===== config.mk =====
export PLATFORM = sky130hd
export DESIGN_NAME = sdp_nrdma
export DESIGN_NICKNAME = d
export VERILOG_FILES = /design/src/source/sdp_rdma_pkg.sv /design/src/source/sdp_nrdma.sv /design/src/source/sdp_rdma_dmaif.sv /design/src/source/sdp_rdma_eg.sv /design/src/source/sdp_rdma_ig.sv /design/src/source/sdp_rdma_fifo.sv
export SDC_FILE = /design/constraint.sdc
export NUM_CORES = 2
export LEC_CHECK = 0
export BUFFER_PORTS_ARGS = -buffer_cell sky130_fd_sc_hd__buf_2
export CAP_MARGIN = 20
export CORE_ASPECT_RATIO = 0.75
export CORE_MARGIN = 2
export CORE_UTILIZATION = 41
export DETAILED_ROUTE_END_ITERATION = 8
export PLACE_DENSITY_LB_ADDON = 0.05
export SETUP_SLACK_MARGIN = 0.2
export SYNTH_ARGS = -nofsm -noshare
export SYNTH_HDL_FRONTEND = slang
export SYNTH_HIERARCHICAL = 1
export SYNTH_SLANG_ARGS = --single-unit

===== constraint.sdc =====
create_clock -name nvdla_core_clk -period 7.6 [get_ports nvdla_core_clk]
set_input_delay 1.14 -clock nvdla_core_clk [delete_from_list [all_inputs] [get_ports nvdla_core_clk]]
set_output_delay 1.14 -clock nvdla_core_clk [all_outputs]
set_load 0.02 [all_outputs]

===== src/source/sdp_rdma_pkg.sv =====
// SDP normalization read DMA shared definitions
// bus widths, request layout, context queue entry and data-use encoding
`default_nettype none

package sdp_rdma_pkg;

  //======================================================================
  // widths
  //======================================================================
  localparam int dma_aw     = 64;  // byte address
  localparam int dma_dw     = 64;  // one atom per response beat
  localparam int atom_aw    = 3;   // 8-byte atoms
  localparam int req_size_w = 15;  // atom count minus one

  //======================================================================
  // payloads
  //======================================================================
  typedef struct packed {
    logic [dma_aw-1:0]     addr;  // byte address, atom aligned
    logic [req_size_w-1:0] size;  // atoms minus one
  } dma_rd_req_t;

  typedef logic [dma_dw-1:0] dma_rd_rsp_t;

  // atoms of one request, minus one
  typedef logic [req_size_w-1:0] cq_entry_t;

  // which operand streams take the data
  typedef enum logic [1:0] {
    use_mul  = 2'd0,
    use_alu  = 2'd1,
    use_both = 2'd2
  } data_use_e;

endpackage

`default_nettype wire

===== src/source/sdp_nrdma.sv =====
// SDP normalization-data read DMA
// layer latch plus ingress, context queue, memory router,
// latency FIFO and egress
`timescale 1ns/1ps
`default_nettype none

module sdp_nrdma
  import sdp_rdma_pkg::*;
#(
  parameter int lat_fifo_depth = 16,
  parameter int cq_depth       = 8
) (
  input  wire logic                      nvdla_core_clk,
  input  wire logic                      nvdla_core_rstn,
  input  wire logic                      op_en,
  input  wire logic [dma_aw-atom_aw-1:0] base_addr,
  input  wire logic [31-atom_aw:0]       line_stride,
  input  wire logic [31-atom_aw:0]       surface_stride,
  input  wire logic [12:0]               width,
  input  wire logic [12:0]               height,
  input  wire logic [12:0]               channel,
  input  wire data_use_e                 data_use,
  input  wire logic                      ram_type,
  input  wire logic                      perf_dma_en,
  output logic                           mcif_req_valid,
  input  wire logic                      mcif_req_ready,
  output dma_rd_req_t                    mcif_req_pd,
  input  wire logic                      mcif_rsp_valid,
  output logic                           mcif_rsp_ready,
  input  wire dma_rd_rsp_t               mcif_rsp_pd,
  output logic                           cvif_req_valid,
  input  wire logic                      cvif_req_ready,
  output dma_rd_req_t                    cvif_req_pd,
  input  wire logic                      cvif_rsp_valid,
  output logic                           cvif_rsp_ready,
  input  wire dma_rd_rsp_t               cvif_rsp_pd,
  output logic                           mcif_cdt_pop,
  output logic                           cvif_cdt_pop,
  output logic                           alu_valid,
  input  wire logic                      alu_ready,
  output dma_rd_rsp_t                    alu_pd,
  output logic                           mul_valid,
  input  wire logic                      mul_ready,
  output dma_rd_rsp_t                    mul_pd,
  output logic                           done,
  output logic [31:0]                    stall_count
);

  logic        layer_process;
  logic        op_load;
  logic        eg_done;
  logic        req_valid, req_ready;
  dma_rd_req_t req_pd;
  logic        rsp_valid, rsp_ready;
  dma_rd_rsp_t rsp_pd;
  logic        ig2cq_valid, ig2cq_ready;
  cq_entry_t   ig2cq_pd;
  logic        cq2eg_valid, cq2eg_ready;
  cq_entry_t   cq2eg_pd;
  logic        lat_valid, lat_ready;
  dma_rd_rsp_t lat_pd;
  logic        cdt_pop;

  //======================================================================
  // layer switch
  //======================================================================
  assign op_load = op_en && !layer_process;  // one cycle per layer
  assign done    = eg_done;

  always_ff @(posedge nvdla_core_clk or negedge nvdla_core_rstn) begin
    if (!nvdla_core_rstn) begin
      layer_process <= 1'b0;
    end else if (op_load) begin
      layer_process <= 1'b1;
    end else if (eg_done) begin
      layer_process <= 1'b0;
    end
  end

  sdp_rdma_ig u_ig (
    .nvdla_core_clk, .nvdla_core_rstn, .op_load,
    .base_addr, .line_stride, .surface_stride, .width, .height, .channel, .perf_dma_en,
    .req_valid, .req_ready, .req_pd,
    .cq_valid (ig2cq_valid), .cq_ready (ig2cq_ready), .cq_pd (ig2cq_pd),
    .stall_count
  );

  sdp_rdma_fifo #(.depth(cq_depth), .payload_t(cq_entry_t)) u_cq (
    .nvdla_core_clk, .nvdla_core_rstn,
    .wr_valid (ig2cq_valid), .wr_ready (ig2cq_ready), .wr_pd (ig2cq_pd),
    .rd_valid (cq2eg_valid), .rd_ready (cq2eg_ready), .rd_pd (cq2eg_pd)
  );

  sdp_rdma_dmaif u_dmaif (
    .nvdla_core_clk, .nvdla_core_rstn, .ram_type,
    .req_valid, .req_ready, .req_pd, .rsp_valid, .rsp_ready, .rsp_pd,
    .mcif_req_valid, .mcif_req_ready, .mcif_req_pd,
    .mcif_rsp_valid, .mcif_rsp_ready, .mcif_rsp_pd,
    .cvif_req_valid, .cvif_req_ready, .cvif_req_pd,
    .cvif_rsp_valid, .cvif_rsp_ready, .cvif_rsp_pd,
    .cdt_pop, .mcif_cdt_pop, .cvif_cdt_pop
  );

  sdp_rdma_fifo #(.depth(lat_fifo_depth), .payload_t(dma_rd_rsp_t)) u_lat_fifo (
    .nvdla_core_clk, .nvdla_core_rstn,
    .wr_valid (rsp_valid), .wr_ready (rsp_ready), .wr_pd (rsp_pd),
    .rd_valid (lat_valid), .rd_ready (lat_ready), .rd_pd (lat_pd)
  );

  sdp_rdma_eg u_eg (
    .nvdla_core_clk, .nvdla_core_rstn, .op_load, .height, .channel, .data_use,
    .cq_valid (cq2eg_valid), .cq_ready (cq2eg_ready), .cq_pd (cq2eg_pd),
    .lat_valid, .lat_ready, .lat_pd, .cdt_pop,
    .alu_valid, .alu_ready, .alu_pd, .mul_valid, .mul_ready, .mul_pd,
    .done (eg_done)
  );

endmodule

`default_nettype wire


===== src/source/sdp_rdma_dmaif.sv =====
// SDP read DMA memory interface
// steers requests, responses and credit pops to mcif or cvif by ram_type
// ram_type 1 selects mcif, 0 selects cvif
`timescale 1ns/1ps
`default_nettype none

module sdp_rdma_dmaif
  import sdp_rdma_pkg::*;
(
  input  wire logic        nvdla_core_clk,
  input  wire logic        nvdla_core_rstn,
  input  wire logic        ram_type,
  input  wire logic        req_valid,
  output logic             req_ready,
  input  wire dma_rd_req_t req_pd,
  output logic             rsp_valid,
  input  wire logic        rsp_ready,
  output dma_rd_rsp_t      rsp_pd,
  output logic             mcif_req_valid,
  input  wire logic        mcif_req_ready,
  output dma_rd_req_t      mcif_req_pd,
  input  wire logic        mcif_rsp_valid,
  output logic             mcif_rsp_ready,
  input  wire dma_rd_rsp_t mcif_rsp_pd,
  output logic             cvif_req_valid,
  input  wire logic        cvif_req_ready,
  output dma_rd_req_t      cvif_req_pd,
  input  wire logic        cvif_rsp_valid,
  output logic             cvif_rsp_ready,
  input  wire dma_rd_rsp_t cvif_rsp_pd,
  input  wire logic        cdt_pop,
  output logic             mcif_cdt_pop,
  output logic             cvif_cdt_pop
);

  logic in_valid;
  logic in_ready;

  // request side
  assign mcif_req_valid = req_valid && ram_type;
  assign cvif_req_valid = req_valid && !ram_type;
  assign mcif_req_pd    = req_pd;
  assign cvif_req_pd    = req_pd;
  assign req_ready      = ram_type ? mcif_req_ready : cvif_req_ready;

  // response side, one register stage ahead of the latency FIFO
  assign in_valid       = ram_type ? mcif_rsp_valid : cvif_rsp_valid;
  assign in_ready       = !rsp_valid || rsp_ready;
  assign mcif_rsp_ready = ram_type && in_ready;
  assign cvif_rsp_ready = !ram_type && in_ready;

  always_ff @(posedge nvdla_core_clk or negedge nvdla_core_rstn) begin
    if (!nvdla_core_rstn) begin
      rsp_valid <= 1'b0;
    end else if (in_ready) begin
      rsp_valid <= in_valid;
    end
  end

  always_ff @(posedge nvdla_core_clk) begin
    if (in_valid && in_ready) begin
      rsp_pd <= ram_type ? mcif_rsp_pd : cvif_rsp_pd;
    end
  end

  assign mcif_cdt_pop = cdt_pop && ram_type;  // credit back to the serving port
  assign cvif_cdt_pop = cdt_pop && !ram_type;

endmodule

`default_nettype wire


===== src/source/sdp_rdma_eg.sv =====
// SDP read DMA egress
// pairs latency FIFO atoms with cq entries and forwards them in order
// to the ALU and/or multiplier operand streams, then flags layer done
`timescale 1ns/1ps
`default_nettype none

module sdp_rdma_eg
  import sdp_rdma_pkg::*;
(
  input  wire logic        nvdla_core_clk,
  input  wire logic        nvdla_core_rstn,
  input  wire logic        op_load,
  input  wire logic [12:0] height,
  input  wire logic [12:0] channel,
  input  wire data_use_e   data_use,
  input  wire logic        cq_valid,
  output logic             cq_ready,
  input  wire cq_entry_t   cq_pd,
  input  wire logic        lat_valid,
  output logic             lat_ready,
  input  wire dma_rd_rsp_t lat_pd,
  output logic             cdt_pop,
  output logic             alu_valid,
  input  wire logic        alu_ready,
  output dma_rd_rsp_t      alu_pd,
  output logic             mul_valid,
  input  wire logic        mul_ready,
  output dma_rd_rsp_t      mul_pd,
  output logic             done
);

  logic        atom_vld;   // holding a request
  cq_entry_t   atom_cnt;   // atoms left minus one
  logic        atom_last;
  logic        need_alu;
  logic        need_mul;
  logic        lat_pop;
  logic        layer_act;
  logic [10:0] surf_num;
  logic [13:0] line_num;
  logic [24:0] req_total;
  logic [24:0] req_cnt;

  assign need_alu  = (data_use != use_mul);
  assign need_mul  = (data_use != use_alu);
  assign atom_last = (atom_cnt == '0);

  // pop only when every selected output register can take the atom
  assign lat_ready = atom_vld && (!need_alu || !alu_valid || alu_ready)
                              && (!need_mul || !mul_valid || mul_ready);
  assign lat_pop   = lat_valid && lat_ready;
  assign cdt_pop   = lat_pop;  // one credit per atom
  assign cq_ready  = !atom_vld || (lat_pop && atom_last);

  assign surf_num = 11'(channel[12:3]) + 11'd1;
  assign line_num = 14'(height) + 14'd1;

  //======================================================================
  // request countdown
  //======================================================================
  always_ff @(posedge nvdla_core_clk or negedge nvdla_core_rstn) begin
    if (!nvdla_core_rstn) begin
      atom_vld <= 1'b0;
      atom_cnt <= '0;
    end else if (cq_valid && cq_ready) begin
      atom_vld <= 1'b1;
      atom_cnt <= cq_pd;
    end else if (lat_pop) begin
      if (atom_last) begin
        atom_vld <= 1'b0;
      end else begin
        atom_cnt <= atom_cnt - 1'b1;
      end
    end
  end

  //======================================================================
  // operand stream registers
  //======================================================================
  always_ff @(posedge nvdla_core_clk or negedge nvdla_core_rstn) begin
    if (!nvdla_core_rstn) begin
      alu_valid <= 1'b0;
      mul_valid <= 1'b0;
    end else begin
      if (lat_pop && need_alu) alu_valid <= 1'b1;
      else if (alu_ready)      alu_valid <= 1'b0;
      if (lat_pop && need_mul) mul_valid <= 1'b1;
      else if (mul_ready)      mul_valid <= 1'b0;
    end
  end

  always_ff @(posedge nvdla_core_clk) begin
    if (lat_pop && need_alu) alu_pd <= lat_pd;
    if (lat_pop && need_mul) mul_pd <= lat_pd;
  end

  //======================================================================
  // layer completion
  //======================================================================
  always_ff @(posedge nvdla_core_clk or negedge nvdla_core_rstn) begin
    if (!nvdla_core_rstn) begin
      layer_act <= 1'b0;
      req_cnt   <= '0;
      req_total <= '0;
    end else if (op_load) begin
      layer_act <= 1'b1;
      req_cnt   <= '0;
      req_total <= 25'(surf_num) * 25'(line_num);  // surfaces x lines
    end else begin
      if (lat_pop && atom_last) req_cnt <= req_cnt + 1'b1;
      if (done)                 layer_act <= 1'b0;
    end
  end

  // high the cycle after the last operand leaves
  assign done = layer_act && (req_cnt == req_total) && !alu_valid && !mul_valid;

  a_alu_stable: assert property (@(posedge nvdla_core_clk) disable iff (!nvdla_core_rstn)
    alu_valid && !alu_ready |=> alu_valid && $stable(alu_pd))
    else $error("alu operand dropped or changed before transfer");

  a_mul_stable: assert property (@(posedge nvdla_core_clk) disable iff (!nvdla_core_rstn)
    mul_valid && !mul_ready |=> mul_valid && $stable(mul_pd))
    else $error("mul operand dropped or changed before transfer");

endmodule

`default_nettype wire


===== src/source/sdp_rdma_ig.sv =====
// SDP read DMA ingress
// walks lines inside surfaces, one read request per line,
// pushes the atom count of each request to the context queue
`timescale 1ns/1ps
`default_nettype none

module sdp_rdma_ig
  import sdp_rdma_pkg::*;
(
  input  wire logic                    nvdla_core_clk,
  input  wire logic                    nvdla_core_rstn,
  input  wire logic                    op_load,
  input  wire logic [dma_aw-atom_aw-1:0] base_addr,
  input  wire logic [31-atom_aw:0]     line_stride,
  input  wire logic [31-atom_aw:0]     surface_stride,
  input  wire logic [12:0]             width,
  input  wire logic [12:0]             height,
  input  wire logic [12:0]             channel,
  input  wire logic                    perf_dma_en,
  output logic                         req_valid,
  input  wire logic                    req_ready,
  output dma_rd_req_t                  req_pd,
  output logic                         cq_valid,
  input  wire logic                    cq_ready,
  output cq_entry_t                    cq_pd,
  output logic [31:0]                  stall_count
);

  localparam int baw = dma_aw - atom_aw;

  logic            running;
  logic [9:0]      surf_cnt;
  logic [12:0]     line_cnt;
  logic [baw-1:0]  surf_addr;  // first line of current surface
  logic [baw-1:0]  line_addr;  // current line, in atoms
  logic            accept;
  logic            line_last;
  logic            surf_last;

  // request only offered when its cq entry fits
  assign req_valid = running && cq_ready;
  assign cq_valid  = running && req_ready;
  assign accept    = req_valid && req_ready;

  assign req_pd.addr = {line_addr, {atom_aw{1'b0}}};
  assign req_pd.size = req_size_w'(width);
  assign cq_pd       = cq_entry_t'(width);

  assign line_last = (line_cnt == height);
  assign surf_last = (surf_cnt == channel[12:3]);  // 8 channels per surface

  //======================================================================
  // surface / line walk
  //======================================================================
  always_ff @(posedge nvdla_core_clk or negedge nvdla_core_rstn) begin
    if (!nvdla_core_rstn) begin
      running   <= 1'b0;
      surf_cnt  <= '0;
      line_cnt  <= '0;
      surf_addr <= '0;
      line_addr <= '0;
    end else if (op_load) begin
      running   <= 1'b1;
      surf_cnt  <= '0;
      line_cnt  <= '0;
      surf_addr <= base_addr;
      line_addr <= base_addr;
    end else if (accept) begin
      if (line_last) begin
        line_cnt  <= '0;
        surf_cnt  <= surf_cnt + 1'b1;
        surf_addr <= surf_addr + baw'(surface_stride);
        line_addr <= surf_addr + baw'(surface_stride);  // next surface base
        if (surf_last) begin
          running <= 1'b0;  // layer fully issued
        end
      end else begin
        line_cnt  <= line_cnt + 1'b1;
        line_addr <= line_addr + baw'(line_stride);
      end
    end
  end

  // cycles with work pending but no request taken
  always_ff @(posedge nvdla_core_clk or negedge nvdla_core_rstn) begin
    if (!nvdla_core_rstn) begin
      stall_count <= '0;
    end else if (op_load) begin
      stall_count <= '0;
    end else if (perf_dma_en && running && !accept) begin
      stall_count <= stall_count + 1'b1;
    end
  end

  a_req_stable: assert property (@(posedge nvdla_core_clk) disable iff (!nvdla_core_rstn)
    req_valid && !req_ready |=> req_valid && $stable(req_pd))
    else $error("read request dropped or changed before transfer");

endmodule

`default_nettype wire


===== src/source/sdp_rdma_fifo.sv =====
// SDP read DMA FIFO
// register-array FIFO with valid/ready on both sides
// serves the context queue and the latency FIFO through payload_t
`timescale 1ns/1ps
`default_nettype none

module sdp_rdma_fifo #(
  parameter int  depth     = 8,
  parameter type payload_t = logic [7:0]
) (
  input  wire logic     nvdla_core_clk,
  input  wire logic     nvdla_core_rstn,
  input  wire logic     wr_valid,
  output logic          wr_ready,
  input  wire payload_t wr_pd,
  output logic          rd_valid,
  input  wire logic     rd_ready,
  output payload_t      rd_pd
);

  localparam int aw = (depth > 1) ? $clog2(depth) : 1;
  localparam int cw = $clog2(depth + 1);

  payload_t        mem [depth];
  logic [aw-1:0]   wr_ptr;
  logic [aw-1:0]   rd_ptr;
  logic [cw-1:0]   count;
  logic            push;
  logic            pop;

  assign wr_ready = (count != cw'(depth));
  assign rd_valid = (count != '0);
  assign rd_pd    = mem[rd_ptr];
  assign push     = wr_valid && wr_ready;
  assign pop      = rd_valid && rd_ready;

  always_ff @(posedge nvdla_core_clk or negedge nvdla_core_rstn) begin
    if (!nvdla_core_rstn) begin
      wr_ptr <= '0;
      rd_ptr <= '0;
      count  <= '0;
    end else begin
      if (push) begin
        wr_ptr <= (wr_ptr == aw'(depth - 1)) ? '0 : wr_ptr + 1'b1;  // wrap
      end
      if (pop) begin
        rd_ptr <= (rd_ptr == aw'(depth - 1)) ? '0 : rd_ptr + 1'b1;
      end
      if (push != pop) begin
        count <= push ? count + 1'b1 : count - 1'b1;
      end
    end
  end

  always_ff @(posedge nvdla_core_clk) begin
    if (push) begin
      mem[wr_ptr] <= wr_pd;  // payload only, no reset
    end
  end

  // pointers meet only when empty or full
  a_no_overflow: assert property (@(posedge nvdla_core_clk) disable iff (!nvdla_core_rstn)
    (wr_ptr == rd_ptr) == (count == '0 || count == cw'(depth)))
    else $error("fifo pointers lapped");

endmodule

`default_nettype wire


==> impl_summary.md <==
Run status
The run finished with clean final reports.

Floorplanning
The floorplan die area is approximately 190000 um2. The number of cell rows is between 100 and 150. Measured along the x axis, the die boundary spans between 400 and 500 um.

The die is between 300 and 400 um tall. The core region is 183000 um2. The top-level I/O count is roughly 630. Once the floorplan was initialized, standard cells occupied 41.2% of the core.

Synth
The share of the synthesized area in the top cell type is 53.3%. During synthesis, Yosys emitted a total of 6 warnings. Summed over all instances, the cell type with the most area after synthesis is sky130_fd_sc_hd__edfxtp_1. The leading register cell type out of synthesis is sky130_fd_sc_hd__edfxtp_1. The total standard cell area after synthesis is approximately 75000 um2. By area the synthesized netlist is led by sky130_fd_sc_hd__edfxtp_1 (53%), sky130_fd_sc_hd__dfrtp_1 (9.0%), sky130_fd_sc_hd__mux4_2 (8.6%), sky130_fd_sc_hd__fa_1 (3.0%), sky130_fd_sc_hd__ha_1 (2.4%). Synthesis produced 5097 cells. The share of the yosys chip area belonging to registers is 62.4%. The count of unique library cells instantiated by Yosys is 97.

A synthesized cell averages approximately 15 um2. The count of flip-flops with a built-in enable after synthesis is about 1.3k. The share of flip-flops with an asynchronous set or reset is around 17%. In this run, synthesis produced a sequential element count of 1608.

STA
Measured against its own limit, the worst slew margin works out to roughly 22%. Setup repair after global routing left no endpoint under its margin. The number of failing hold endpoints at the final stage is 0. Based on the critical path, the design can be clocked at up to about 150 MHz. The final setup violation count is 0. The clock skew is ~0.053 ns.

The worst path uses 86.1% of the clock period. For the final routed database, the setup TNS stands at 0 ns. The slew at the pin with the worst max-slew slack is roughly 1.2 ns. The worst path needs 6.55 ns of the cycle, external delays included. The final max-slew violation count was 0.

Setup path
Of all nets on the critical path, the largest fanout is 9. The kind of capture point of the worst setup path is a flop. The largest individual stage delay along the critical path comes from the cell sky130_fd_sc_hd__fa_1.

At the worst endpoint, the required time is approximately 8.3 ns. The largest single stage delay on the critical path is around 0.56 ns. The setup path with the least slack is of type primary input to flop. The most numerous cell type found on the critical path is sky130_fd_sc_hd__fa_1.

The worst setup path is launched from a primary input. STA puts the critical path data arrival time at 7.21 ns.

Global routing
Across every metal layer, demand over resource in global routing totals 21.6%. Global routing finished with a remaining overflow of 0. The initial antenna violation count came to 12.

The via count of the first global-routing pass is 44.4k. Entering global routing, the biggest net connects between 100 and 150 pins. The first global-routing pass estimated approximately 300000 um of wire.

Pwr
Net switching is between 30% and 40% of the power. The internal power of the cells totals approximately 20 mW. The analysis attributes to net switching a power of around 11 mW. The leakage power summed over all cells is between 30 and 40 nW.

The proportion of power drawn by combinational gates is about a third. VDD sags by at most 0.322 mV. The clock network accounts for 25.9% of the total power. The part of the power in registers is about two fifths. Power spread over the standard cell area amounts to 362 nW/um2.

Cells and area
Of the cells placed in the final design, the portion with a size suffix greater than 1 is ~25%. The number of nets in the layout is about 6.1k. The commonest non-fill, non-tap cell in the layout is sky130_fd_sc_hd__edfxtp_1.

From synthesis to final layout, the design area changed by 13.6%. The final instance count without filler cells is just over 8k. In the layout the commonest cells are sky130_fd_sc_hd__edfxtp_1 (1336), sky130_fd_sc_hd__buf_2 (610), sky130_fd_sc_hd__nand2_1 (388).

Drt
The sum of routed wire length over all layers is around 210000 um. The vias per cell is around 5.5. The number of search-and-repair iterations in the first detailed-routing pass is 6.

The antenna violation net count after detailed routing is 0. After detailed routing, the average wire length per cell comes to around 25 um. The final route contains 45.2k vias. For this run, design rule violations remaining after detail routing come to 0.

For this block, the initial DRC count from the detailed router was about 3.9k.

Job
The number of maximum-capacitance constraint violations is 0.

Clock tree
The later pin in the worst-skew pair is clocked with a latency of between 0.8 and 0.9 ns. The number of hold buffers added after cts is 0. The number of levels the H-tree was split into is 4. In this run the deepest clock path goes through 3 buffers. The clock transition at the registers of the reported paths is ~0.060 ns.

The count of cells resized by post-cts repair is 0. The total clock sinks is between 1.5k and 2k. The number of clock buffers added by TritonCTS is roughly 170.

TritonCTS built the clock tree. The buffer count from post-CTS setup fixing is 0. The cell chosen for the clock root is sky130_fd_sc_hd__clkbuf_16.

Place
The count of buffers added on input and output ports is around 600. Counting tap cells, the placed design contains a total of about 7.8k instances. The half-perimeter wire length after detailed placement is 128000 um. Routability-driven placement finished with a final weighted congestion of ~0.9.

Min path
In this run the worst hold path is classified as primary input to async pin.
## worst max-delay path, delay by kind of cell
kind / cells / cell delay, ns
fa+ha+maj: 7 / 3.17
compound gates: 5 / 1.15
buf+inv: 8 / 0.89
simple gates: 4 / 0.70
xor+xnor: 1 / 0.15
## sequential cells by signal, indices dropped and copies added, names as in the netlist, 5 cells and up
| name | cells |
|---|---|
| u_cq/mem | 120 |
| u_lat_fifo/count | 5 |
| u_eg/alu_pd | 64 |
| u_ig/stall_count | 32 |
| u_ig/surf_cnt | 10 |
| u_ig/line_cnt | 13 |
| u_dmaif/rsp_pd | 64 |
| u_eg/req_total | 25 |
| u_ig/surf_addr | 61 |
| u_eg/atom_cnt | 15 |
| u_lat_fifo/mem | 1024 |
| u_ig/line_addr | 61 |
| u_eg/req_cnt | 25 |
| u_eg/mul_pd | 64 |
## metal layers
| layer | global-route usage (%) | routed length [um] | vias to the layer above |
|---|---|---|---|
| met3 | 3.95 | 11700 | 256 |
| met2 | 31.9 | 91000 | 1287 |
| li1 | - | - | 20300 |
| met4 | 5.40 | 4830 | 4 |
| met5 | 0 | 27 | - |
| met1 | 32.9 | 97500 | 23400 |
## area by class of cell
cell class | instances | area [um2]
Fill cell | 16200 | 97300
Multi-Input combinational cell | 2907 | 25400
Clock buffer | 200 | 4320
Inverter | 168 | 631
Tap cell | 2415 | 3020
Clock inverter | 102 | 1010
Sequential cell | 1608 | 46900
Antenna cell | 6 | 15.0
Timing Repair Buffer | 735 | 4090
## through the flow
step	total power, mW	utilization, %	hold WS (ns)	setup WS, ns	cell area (um2)
after global placement	23.2	43.8	0.475	0.101	80100
final	31.0	46.8	0.315	1.05	85500
after global routing	32.8	46.8	0.338	0.660	85500
after CTS	31.4	46.7	0.344	1.02	85400
after floorplan	19.8	-	0.441	0.697	75300
after detailed placement	23.2	43.8	0.483	0.237	80100
## cells by family (layout without fill, tap and decap cells)
kind of cell	Yosys count	count (layout)	share of synthesized area, %
muxes	402	402	10.6
buffers and inverters	588	1205	4.13
AOI/OAI and AO/OA	837	837	7.40
adders and majority gates	253	253	5.32
and+or+nand+nor	1164	1164	7.34
other	1	13	0.00498
xor gates and xnor gates	244	244	2.84
DFF	1608	1608	62.4
## power by group through the flow
stage	clock [mW]	combinational [mW]	sequential, mW
floorplan	0	7.24	12.6
global placement	0	10.8	12.4
detailed placement	0	10.8	12.4
CTS	8.24	10.9	12.3
global route	8.60	11.7	12.4
finish	8.01	10.7	12.2
## path summary, 6_finish.rpt
check | start | end | slack (ns) | depth (start not counted)
setup / recovery | channel[3] | u_eg/req_total[21] | 1.05 | 25
hold / removal | nvdla_core_rstn | u_eg/req_total[24] | 0.31 | 1
setup reg to reg | u_ig/line_addr[21] | u_ig/line_addr[57] | 3.27 | 10
hold reg to reg | u_ig/surf_addr[19] | u_ig/surf_addr[19] | 0.50 | 2
max in group asynchronous | nvdla_core_rstn | u_cq/wr_ptr[2] | 5.86 | 2
min in group nvdla_core_clk | u_ig/surf_addr[19] | u_ig/surf_addr[19] | 0.50 | 2
## cell usage after synthesis, types with 142 or more instances
library cell               count
sky130_fd_sc_hd__a21oi_1     184
sky130_fd_sc_hd__ha_1        142
sky130_fd_sc_hd__edfxtp_1   1336
sky130_fd_sc_hd__buf_4       193
sky130_fd_sc_hd__mux4_2      286
sky130_fd_sc_hd__nor2_1      308
sky130_fd_sc_hd__o21ai_0     176
sky130_fd_sc_hd__inv_1       168
sky130_fd_sc_hd__nand2_1     389
sky130_fd_sc_hd__dfrtp_1     272
sky130_fd_sc_hd__clkbuf_1    157
Note: power is estimated with default switching activity, not from simulation.
